[config.mk]
export PLATFORM = sky130hd
export DESIGN_NAME = execute_stage
export DESIGN_NICKNAME = d
export VERILOG_FILES = /design/src/cpu_pkg.sv /design/src/execute_stage.sv
export SDC_FILE = /design/constraint.sdc
export NUM_CORES = 1
export LEC_CHECK = 0
export BUFFER_PORTS_ARGS = -buffer_cell sky130_fd_sc_hd__buf_2
export CAP_MARGIN = 25
export CORE_UTILIZATION = 50
export CTS_CLUSTER_SIZE = 16
export DETAILED_ROUTE_END_ITERATION = 12
export PLACE_DENSITY_LB_ADDON = 0.12
export SYNTH_ARGS = -nofsm -noshare
export SYNTH_HDL_FRONTEND = slang
export SYNTH_SLANG_ARGS = --single-unit
[constraint.sdc]
create_clock -name clk -period 1.06 [get_ports clk]
set_clock_uncertainty 0.2 [all_clocks]
set_input_delay 0.159 -clock clk [delete_from_list [all_inputs] [get_ports clk]]
set_output_delay 0.159 -clock clk [all_outputs]
set_load 0.02 [all_outputs]
[src/cpu_pkg.sv]
// Pipelined CPU shared types
package cpu_pkg;

   //////////////////////////////
   // Widths
   //////////////////////////////
   parameter int DATA_W      = 32;
   parameter int REG_ADDR_W  = 5;
   parameter int IMEM_ADDR_W = 9;
   parameter int DMEM_ADDR_W = 10;

   typedef logic [DATA_W-1:0]     word_t;
   typedef logic [REG_ADDR_W-1:0] reg_addr_t;

   //////////////////////////////
   // Encodings
   //////////////////////////////
   typedef enum logic [5:0] {
      OP_RTYPE = 6'h00,
      OP_J     = 6'h02,
      OP_BEQ   = 6'h04,
      OP_ADDI  = 6'h08,
      OP_LW    = 6'h23,
      OP_SW    = 6'h2B
   } opcode_e;

   typedef enum logic [5:0] {
      F_ADD = 6'h20,
      F_SUB = 6'h22,
      F_AND = 6'h24,
      F_OR  = 6'h25,
      F_SLT = 6'h2A
   } funct_e;

   // Operation class handed from decode to execute
   typedef enum logic [1:0] {
      ALUOP_ADD   = 2'd0,
      ALUOP_SUB   = 2'd1,
      ALUOP_FUNCT = 2'd2
   } alu_op_e;

   typedef enum logic [3:0] {
      AC_AND = 4'd0,
      AC_OR  = 4'd1,
      AC_ADD = 4'd2,
      AC_SUB = 4'd6,
      AC_SLT = 4'd7
   } alu_ctrl_e;

   //////////////////////////////
   // Stage boundaries
   //////////////////////////////
   typedef struct packed {
      logic    reg_dst;
      logic    alu_src;
      alu_op_e alu_op;
      logic    branch;
      logic    jump;
      logic    mem_read;
      logic    mem_write;
      logic    mem_2_reg;
      logic    reg_write;
   } ctrl_t;

   typedef struct packed {
      word_t updated_pc;
      word_t instruction;
   } if_id_t;

   typedef struct packed {
      ctrl_t       ctrl;
      word_t       updated_pc;
      word_t       rs_data;
      word_t       rt_data;
      word_t       imm_ext;
      reg_addr_t   rs;
      reg_addr_t   rt;
      reg_addr_t   rd;
      logic [5:0]  funct;
      logic [25:0] jump_index;
   } id_ex_t;

   typedef struct packed {
      logic      reg_write;
      logic      mem_2_reg;
      logic      mem_read;
      logic      mem_write;
      logic      branch;
      logic      jump;
      logic      zero;
      word_t     branch_pc;
      word_t     jump_pc;
      word_t     alu_result;
      word_t     store_data;
      reg_addr_t waddr;
   } ex_mem_t;

   typedef struct packed {
      logic      reg_write;
      logic      mem_2_reg;
      word_t     alu_result;
      word_t     load_data;
      reg_addr_t waddr;
   } mem_wb_t;

   // Write-back result, fed back to decode and execute
   typedef struct packed {
      logic      reg_write;
      reg_addr_t waddr;
      word_t     wdata;
   } wb_t;

   typedef struct packed {
      logic  take_branch;
      logic  take_jump;
      word_t branch_pc;
      word_t jump_pc;
   } redirect_t;

endpackage

[src/execute_stage.sv]
// Execute stage
`timescale 1ns/10ps

module execute_stage (
   input  logic               clk,
   input  logic               arst_n,
   input  logic               enable,
   input  cpu_pkg::id_ex_t    id_ex,
   input  cpu_pkg::word_t     fwd_mem_result,
   input  cpu_pkg::reg_addr_t fwd_mem_waddr,
   input  logic               fwd_mem_reg_write,
   input  cpu_pkg::wb_t       wb,
   output cpu_pkg::ex_mem_t   ex_mem
);
   import cpu_pkg::*;

   word_t     op_a;
   word_t     rt_fwd;
   word_t     op_b;
   word_t     alu_result;
   logic      zero;
   alu_ctrl_e alu_ctrl;
   word_t     branch_pc;
   word_t     jump_pc;
   reg_addr_t waddr;

   //////////////////////////////
   // Forwarding
   //////////////////////////////
   // Newest producer first: EX/MEM, then write-back, then register value
   function automatic word_t fwd_select(reg_addr_t src, word_t reg_val);
      word_t val;
      if (fwd_mem_reg_write && (fwd_mem_waddr != '0) && (fwd_mem_waddr == src)) begin
         val = fwd_mem_result;
      end else if (wb.reg_write && (wb.waddr != '0) && (wb.waddr == src)) begin
         val = wb.wdata;
      end else begin
         val = reg_val;
      end
      return val;
   endfunction

   always_comb begin
      op_a   = fwd_select(id_ex.rs, id_ex.rs_data);
      rt_fwd = fwd_select(id_ex.rt, id_ex.rt_data);
   end

   assign op_b = id_ex.ctrl.alu_src ? id_ex.imm_ext : rt_fwd;

   //////////////////////////////
   // ALU control and ALU
   //////////////////////////////
   always_comb begin
      case (id_ex.ctrl.alu_op)
         ALUOP_ADD: alu_ctrl = AC_ADD;
         ALUOP_SUB: alu_ctrl = AC_SUB;
         ALUOP_FUNCT: begin
            case (id_ex.funct)
               F_ADD:   alu_ctrl = AC_ADD;
               F_SUB:   alu_ctrl = AC_SUB;
               F_AND:   alu_ctrl = AC_AND;
               F_OR:    alu_ctrl = AC_OR;
               F_SLT:   alu_ctrl = AC_SLT;
               // nop and unsupported functions fall here
               default: alu_ctrl = AC_ADD;
            endcase
         end
         default: alu_ctrl = AC_ADD;
      endcase
   end

   always_comb begin
      case (alu_ctrl)
         AC_AND:  alu_result = op_a & op_b;
         AC_OR:   alu_result = op_a | op_b;
         AC_ADD:  alu_result = op_a + op_b;
         AC_SUB:  alu_result = op_a - op_b;
         // Signed compare
         AC_SLT:  alu_result = {{(DATA_W-1){1'b0}}, ($signed(op_a) < $signed(op_b))};
         default: alu_result = '0;
      endcase
   end

   assign zero = (alu_result == '0);

   //////////////////////////////
   // Targets and destination
   //////////////////////////////
   assign branch_pc = id_ex.updated_pc + {id_ex.imm_ext[DATA_W-3:0], 2'b00};
   assign jump_pc   = {id_ex.updated_pc[DATA_W-1:DATA_W-4], id_ex.jump_index, 2'b00};
   assign waddr     = id_ex.ctrl.reg_dst ? id_ex.rd : id_ex.rt;

   //////////////////////////////
   // EX/MEM register
   //////////////////////////////
   always_ff @(posedge clk or negedge arst_n) begin
      if (!arst_n) begin
         ex_mem <= '0;
      end else if (enable) begin
         ex_mem.reg_write  <= id_ex.ctrl.reg_write;
         ex_mem.mem_2_reg  <= id_ex.ctrl.mem_2_reg;
         ex_mem.mem_read   <= id_ex.ctrl.mem_read;
         ex_mem.mem_write  <= id_ex.ctrl.mem_write;
         ex_mem.branch     <= id_ex.ctrl.branch;
         ex_mem.jump       <= id_ex.ctrl.jump;
         ex_mem.zero       <= zero;
         ex_mem.branch_pc  <= branch_pc;
         ex_mem.jump_pc    <= jump_pc;
         ex_mem.alu_result <= alu_result;
         ex_mem.store_data <= rt_fwd;
         ex_mem.waddr      <= waddr;
      end
   end

endmodule

==> summary.txt, run 1 <==
Floorplanning
  – Die Y: 166 um
  – Initial Utilization: 0.514
  – Number of core rows: 59
  – I/O pin count: 404
  – Chip width: 166 um

Placed design
  – Hpwl dp: 52.8 mm
  – Placed cell count: 2754
  – Placed inst area: 0.0203 sq mm
  – PortBufs: 401
  – RePlAce Congestion: 1.06

Synth
  – Count of flip-flops with a built-in enable after synthesis: 0
  – Yosys reg bits: 138
  – Synth Cell Area: 0.0135 sq mm
  – Synth warnings: 0
  – Syn Inst Count: 1585
  – Synth cell types: 73
  – Main synth FF type: dfrtp_1
  – Syn_area_per_cell: 8.52 sq um
  – Post-synthesis sequential area ratio: 0.256
  – Post-synth ARST share: 1.00

Clock network
  – Num Clock Sinks: 138
  – CTS buffer count: 17
  – Max Root-Sink Buffers: 2
  – Clock H-tree levels: 4
  – Root buf cell: clkbuf_16

Outcome
  – Failed at: global routing (5_1_grt)
  – Log Error: [ERROR GRT-0232] Routing congestion too high. Check the congestion heatmap in the GUI.
  – Status: stopped before the end

GRT
  – Gr usage total: 0.818
  – Largest net degree at the start of global routing: 77
  – GRT Residual Overflow: 97
## cell families after synthesis
group                      synth area share
AOI/OAI and AO/OA                     0.230
xor gates and xnor gates             0.0311
adders and majority gates             0.127
buffers and inverters                0.0556
DFF                                   0.256
muxes                                 0.165
other                              0.000278
and+or+nand+nor                       0.136
## per-layer routing
metal,overflow,global-route usage
met1,0,0.838
met2,52,0.935
met3,8,0.707
met4,37,0.746
met5,0,0.597
## cells in the mapped netlist (10+ instances only)
cell type / instances / area share
dfrtp_1: 138 / 0.26
clkbuf_1: 64 / 0.018
a31oi_1: 12 / 0.0056
inv_1: 110 / 0.031
nor2_1: 107 / 0.030
o21a_1: 51 / 0.028
nor4_1: 10 / 0.0046
a21oi_1: 135 / 0.050
mux2i_1: 76 / 0.056
nand2_1: 132 / 0.037
o21bai_1: 16 / 0.0089
nand3_1: 33 / 0.012
o21ai_0: 92 / 0.034
o211ai_1: 14 / 0.0078
a21o_1: 26 / 0.014
mux2_2: 130 / 0.11
or3_1: 12 / 0.0056
nand2b_1: 23 / 0.011
xnor2_1: 31 / 0.020
ha_1: 132 / 0.12
o221ai_1: 11 / 0.0071
nor3_1: 24 / 0.0089
a211oi_1: 19 / 0.011
xor2_1: 17 / 0.011
## stage by stage
stage	hold slack (ns)	utilization	setup slack [ns]
after CTS	-0.106	0.852	-3.56
after global placement	-0.201	0.771	-4.57
after detailed placement	-0.197	0.771	-4.67
after floorplan	-0.337	-	-3.71
## repair_timing
action | in CTS
endpoints found under the setup margin | 274
hold endpoints to repair | 199
resized for setup | 194
setup buffers | 29
hold buffers | 43
pin swaps | 79
==> run 2: changes to the inputs <==
- CORE_UTILIZATION: 50 -> 35
- CTS_CLUSTER_SIZE: 16 -> default
- PLACE_DENSITY_LB_ADDON: 0.12 -> 0.15
==> run 2 against run 1 <==
  * The flow now finishes, with violations (hold timing, setup timing)
  * Synthesized cell count did not move
  * Synthesized area did not move
==> summary.txt, run 2 <==
Worst setup path
  – CP Data Required Time: 1.25 ns
  – R2R cell count: 3
  – Crit path capture type: flop
  – Crit Path Class: in -> reg
  – Crit-path max FO: 8
  – Critical Path AT: 4.96 ns
  – Startpoint Class: primary input
  – Max incr delay on CP: 0.35 ns
  – Slowest-stage cell, CP: mux2_4
  – Most common cell on crit path: buf_6

Synth
  – Syn_area_per_cell: 8.52 sq um
  – Syn Inst Count: 1585
  – Synth cell types: 73
  – Synth Cell Area: 0.0135 sq mm
  – Post-synthesis sequential area ratio: 0.256
  – Main synth FF type: dfrtp_1
  – Yosys reg bits: 138
  – Synth warnings: 0
  – Post-synth ARST share: 1.00
  – Count of flip-flops with a built-in enable after synthesis: 0
  – Largest area contributor in the netlist: dfrtp_1
  – Largest cells by area after synthesis: dfrtp_1 (26%), ha_1 (12%), mux2_2 (11%)
  – Post-synth top cells: dfrtp_1 (138), a21oi_1 (135), ha_1 (132), nand2_1 (132), mux2_2 (130)
  – Most common cell in the netlist: dfrtp_1
  – Top-area cell type share of the netlist area: 0.256

Detailed routing
  – Total Wirelength: 67.5 mm
  – First drt pass iteration count: 5
  – Via density: 5.25
  – Via count: 16800
  – WL per Instance: 21.1 um
  – Initial DRC count: 1062
  – DRC viols: 0
  – Post-route ant nets: 0

Timing
  – Hold slack: -0.149 ns
  – Fin. max-slew vios: 0
  – Final period util: 4.50
  – Setup WS post-layout: -3.71 ns
  – Setup violation total in the final timing report: 253
  – Min Clock Period, post-route: 4.77 ns
  – Worst slew pin tran: 0.765 ns
  – RSZ-0062 raised after global routing: yes
  – Slew margin rel.: 0.485
  – Setup TNS: -205.13 ns
  – Fmax: 210 MHz
  – Final hold violations: 26

Clock network
  – Clock H-tree levels: 4
  – Num Clock Sinks: 138
  – Clock latency on the worst-skew pair: 0.48 ns
  – Root buf cell: clkbuf_16
  – CTS buffer count: 17
  – CTS tree: yes
  – Clock slew seen by the registers of the worst setup and hold paths: 0.07 ns
  – Max Root-Sink Buffers: 2
  – Post-CTS Hold Buffers: 48

Worst hold path
  – Hold path depth: 4
  – Worst min-delay path class: in -> reg

Floorplanning
  – Placeable Area: 0.0378 sq mm
  – Die Y: 198 um
  – Number of core rows: 71
  – Initial Utilization: 0.357
  – Chip width: 198 um
  – I/O pin count: 404
  – Die footprint: 0.0394 sq mm

GRT
  – Initial antenna violation count: 5
  – GRT Residual Overflow: 0
  – Vias in the first global route: 16600
  – First-pass GRT wire length: 97.4 mm
  – Largest net degree at the start of global routing: 43
  – Gr usage total: 0.331

Power
  – Tot Pwr: 31.2 mW
  – Cell leakage power: 12.4 nW
  – Worst VDD drop: 0.00137 V
  – Power per Cell Area: 1210 mW/mm^2

Placed design
  – RePlAce Congestion: 1.02
  – Placed cell count: 2963
  – PortBufs: 401
  – Placed inst area: 0.0208 sq mm
  – Hpwl dp: 50.0 mm
  – Pre-CTS WS: -4.79 ns

Flow run
  – Max-cap viol count: 0

Layout
  – Area delta synth->final: 91.9%
  – Regs by FF count: ex_mem (138)
  – Max FFs per register: 138
  – Area occupied by multi-input gates: 0.0116 sq mm
  – Final core utilization: 0.684
  – Seq. cell area: 0.00345 sq mm
  – Non-filler instance count after layout: 3201
  – Most common cell after layout, fill and taps aside: buf_4
  – Design area: 0.0259 sq mm
  – Share of cells above drive strength 1: 0.578
  – Commonest cells after routing, fill and taps aside: buf_4 (616), buf_2 (253), buf_6 (206)
  – Layout filler cell count: 3011
  – Largest Register: ex_mem
  – Nets: 3072

Outcome
  – Failing checks: hold timing, setup timing
  – Status: finished, violations left
-- run 2: metal layers --
| layer | track usage | routed length, um | up-vias | part of all wire |
|---|---|---|---|---|
| li1 | - | - | 7922 | - |
| met1 | 0.439 | 29600 | 8157 | 0.44 |
| met2 | 0.536 | 31800 | 613 | 0.47 |
| met3 | 0.0651 | 4330 | 116 | 0.064 |
| met4 | 0.107 | 1730 | 2 | 0.026 |
| met5 | 0 | 12 | - | 0.00018 |
-- run 2: power breakdown --
| group | leakage (nW) | total, mW | switching (mW) | internal (mW) |
|---|---|---|---|---|
| Combinational | 10.5 | 18.6 | 8.75 | 9.82 |
| Clock | 0.264 | 5.74 | 2.72 | 3.02 |
| Sequential | 1.60 | 6.91 | 0.744 | 6.17 |
-- run 2: area by class of cell --
| class | instances | area share |
|---|---|---|
| sequential | 138 | 0.133 |
| timing repair buffer | 1150 | 0.357 |
| multi-input combinational | 1255 | 0.447 |
| clock inverter | 15 | 0.00454 |
| antenna | 4 | 0.000386 |
| clock buffer | 17 | 0.0164 |
| tap | 511 | 0.0247 |
| inverter | 111 | 0.0163 |
-- run 2: worst paths after layout --
path / slack [ns] / start / endpoint
setup / recovery: -3.71 / wb[36] / ex_mem[133]
min in group asynchronous: 0.07 / arst_n / ex_mem[5]
max in group asynchronous: 0.33 / arst_n / ex_mem[139]
setup reg to reg: -0.19 / ex_mem[105] / ex_mem[105]
hold / removal: -0.15 / fwd_mem_result[26] / ex_mem[31]
hold reg to reg: 0.34 / ex_mem[31] / ex_mem[31]
-- run 2: timing repair --
| action | 4_1_cts | 5_1_grt |
|---|---|---|
| endpoints found under the setup margin | 271 | 250 |
| pin swaps | 111 | 79 |
| buffers inserted | 154 | 47 |
| gates cloned | 4 | 0 |
| hold endpoints to repair | 214 | 24 |
| resized for setup | 565 | 140 |
-- run 2: cells by family (layout without fill, tap and decap cells) --
group | count (synthesis) | in the layout | share of synthesized area
AO/OA/AOI/OAI | 470 | 470 | 0.230
XOR/XNOR | 48 | 48 | 0.0311
adder cells (fa/ha/maj) | 135 | 135 | 0.127
buffers and inverters | 193 | 1293 | 0.0556
flip-flops | 138 | 138 | 0.256
multiplexers | 206 | 206 | 0.165
other | 1 | 6 | 0.000278
AND/OR/NAND/NOR | 394 | 394 | 0.136
-- run 2: worst max-delay path: cells and delay by family --
family | cells | cell delay (ns)
compound gates | 7 | 1.49
xor+xnor | 1 | 0.14
mux | 2 | 0.56
fa+ha+maj | 1 | 0.30
buf+inv | 8 | 1.01
simple gates | 7 | 1.28
Power figures use the tool's default switching activity.
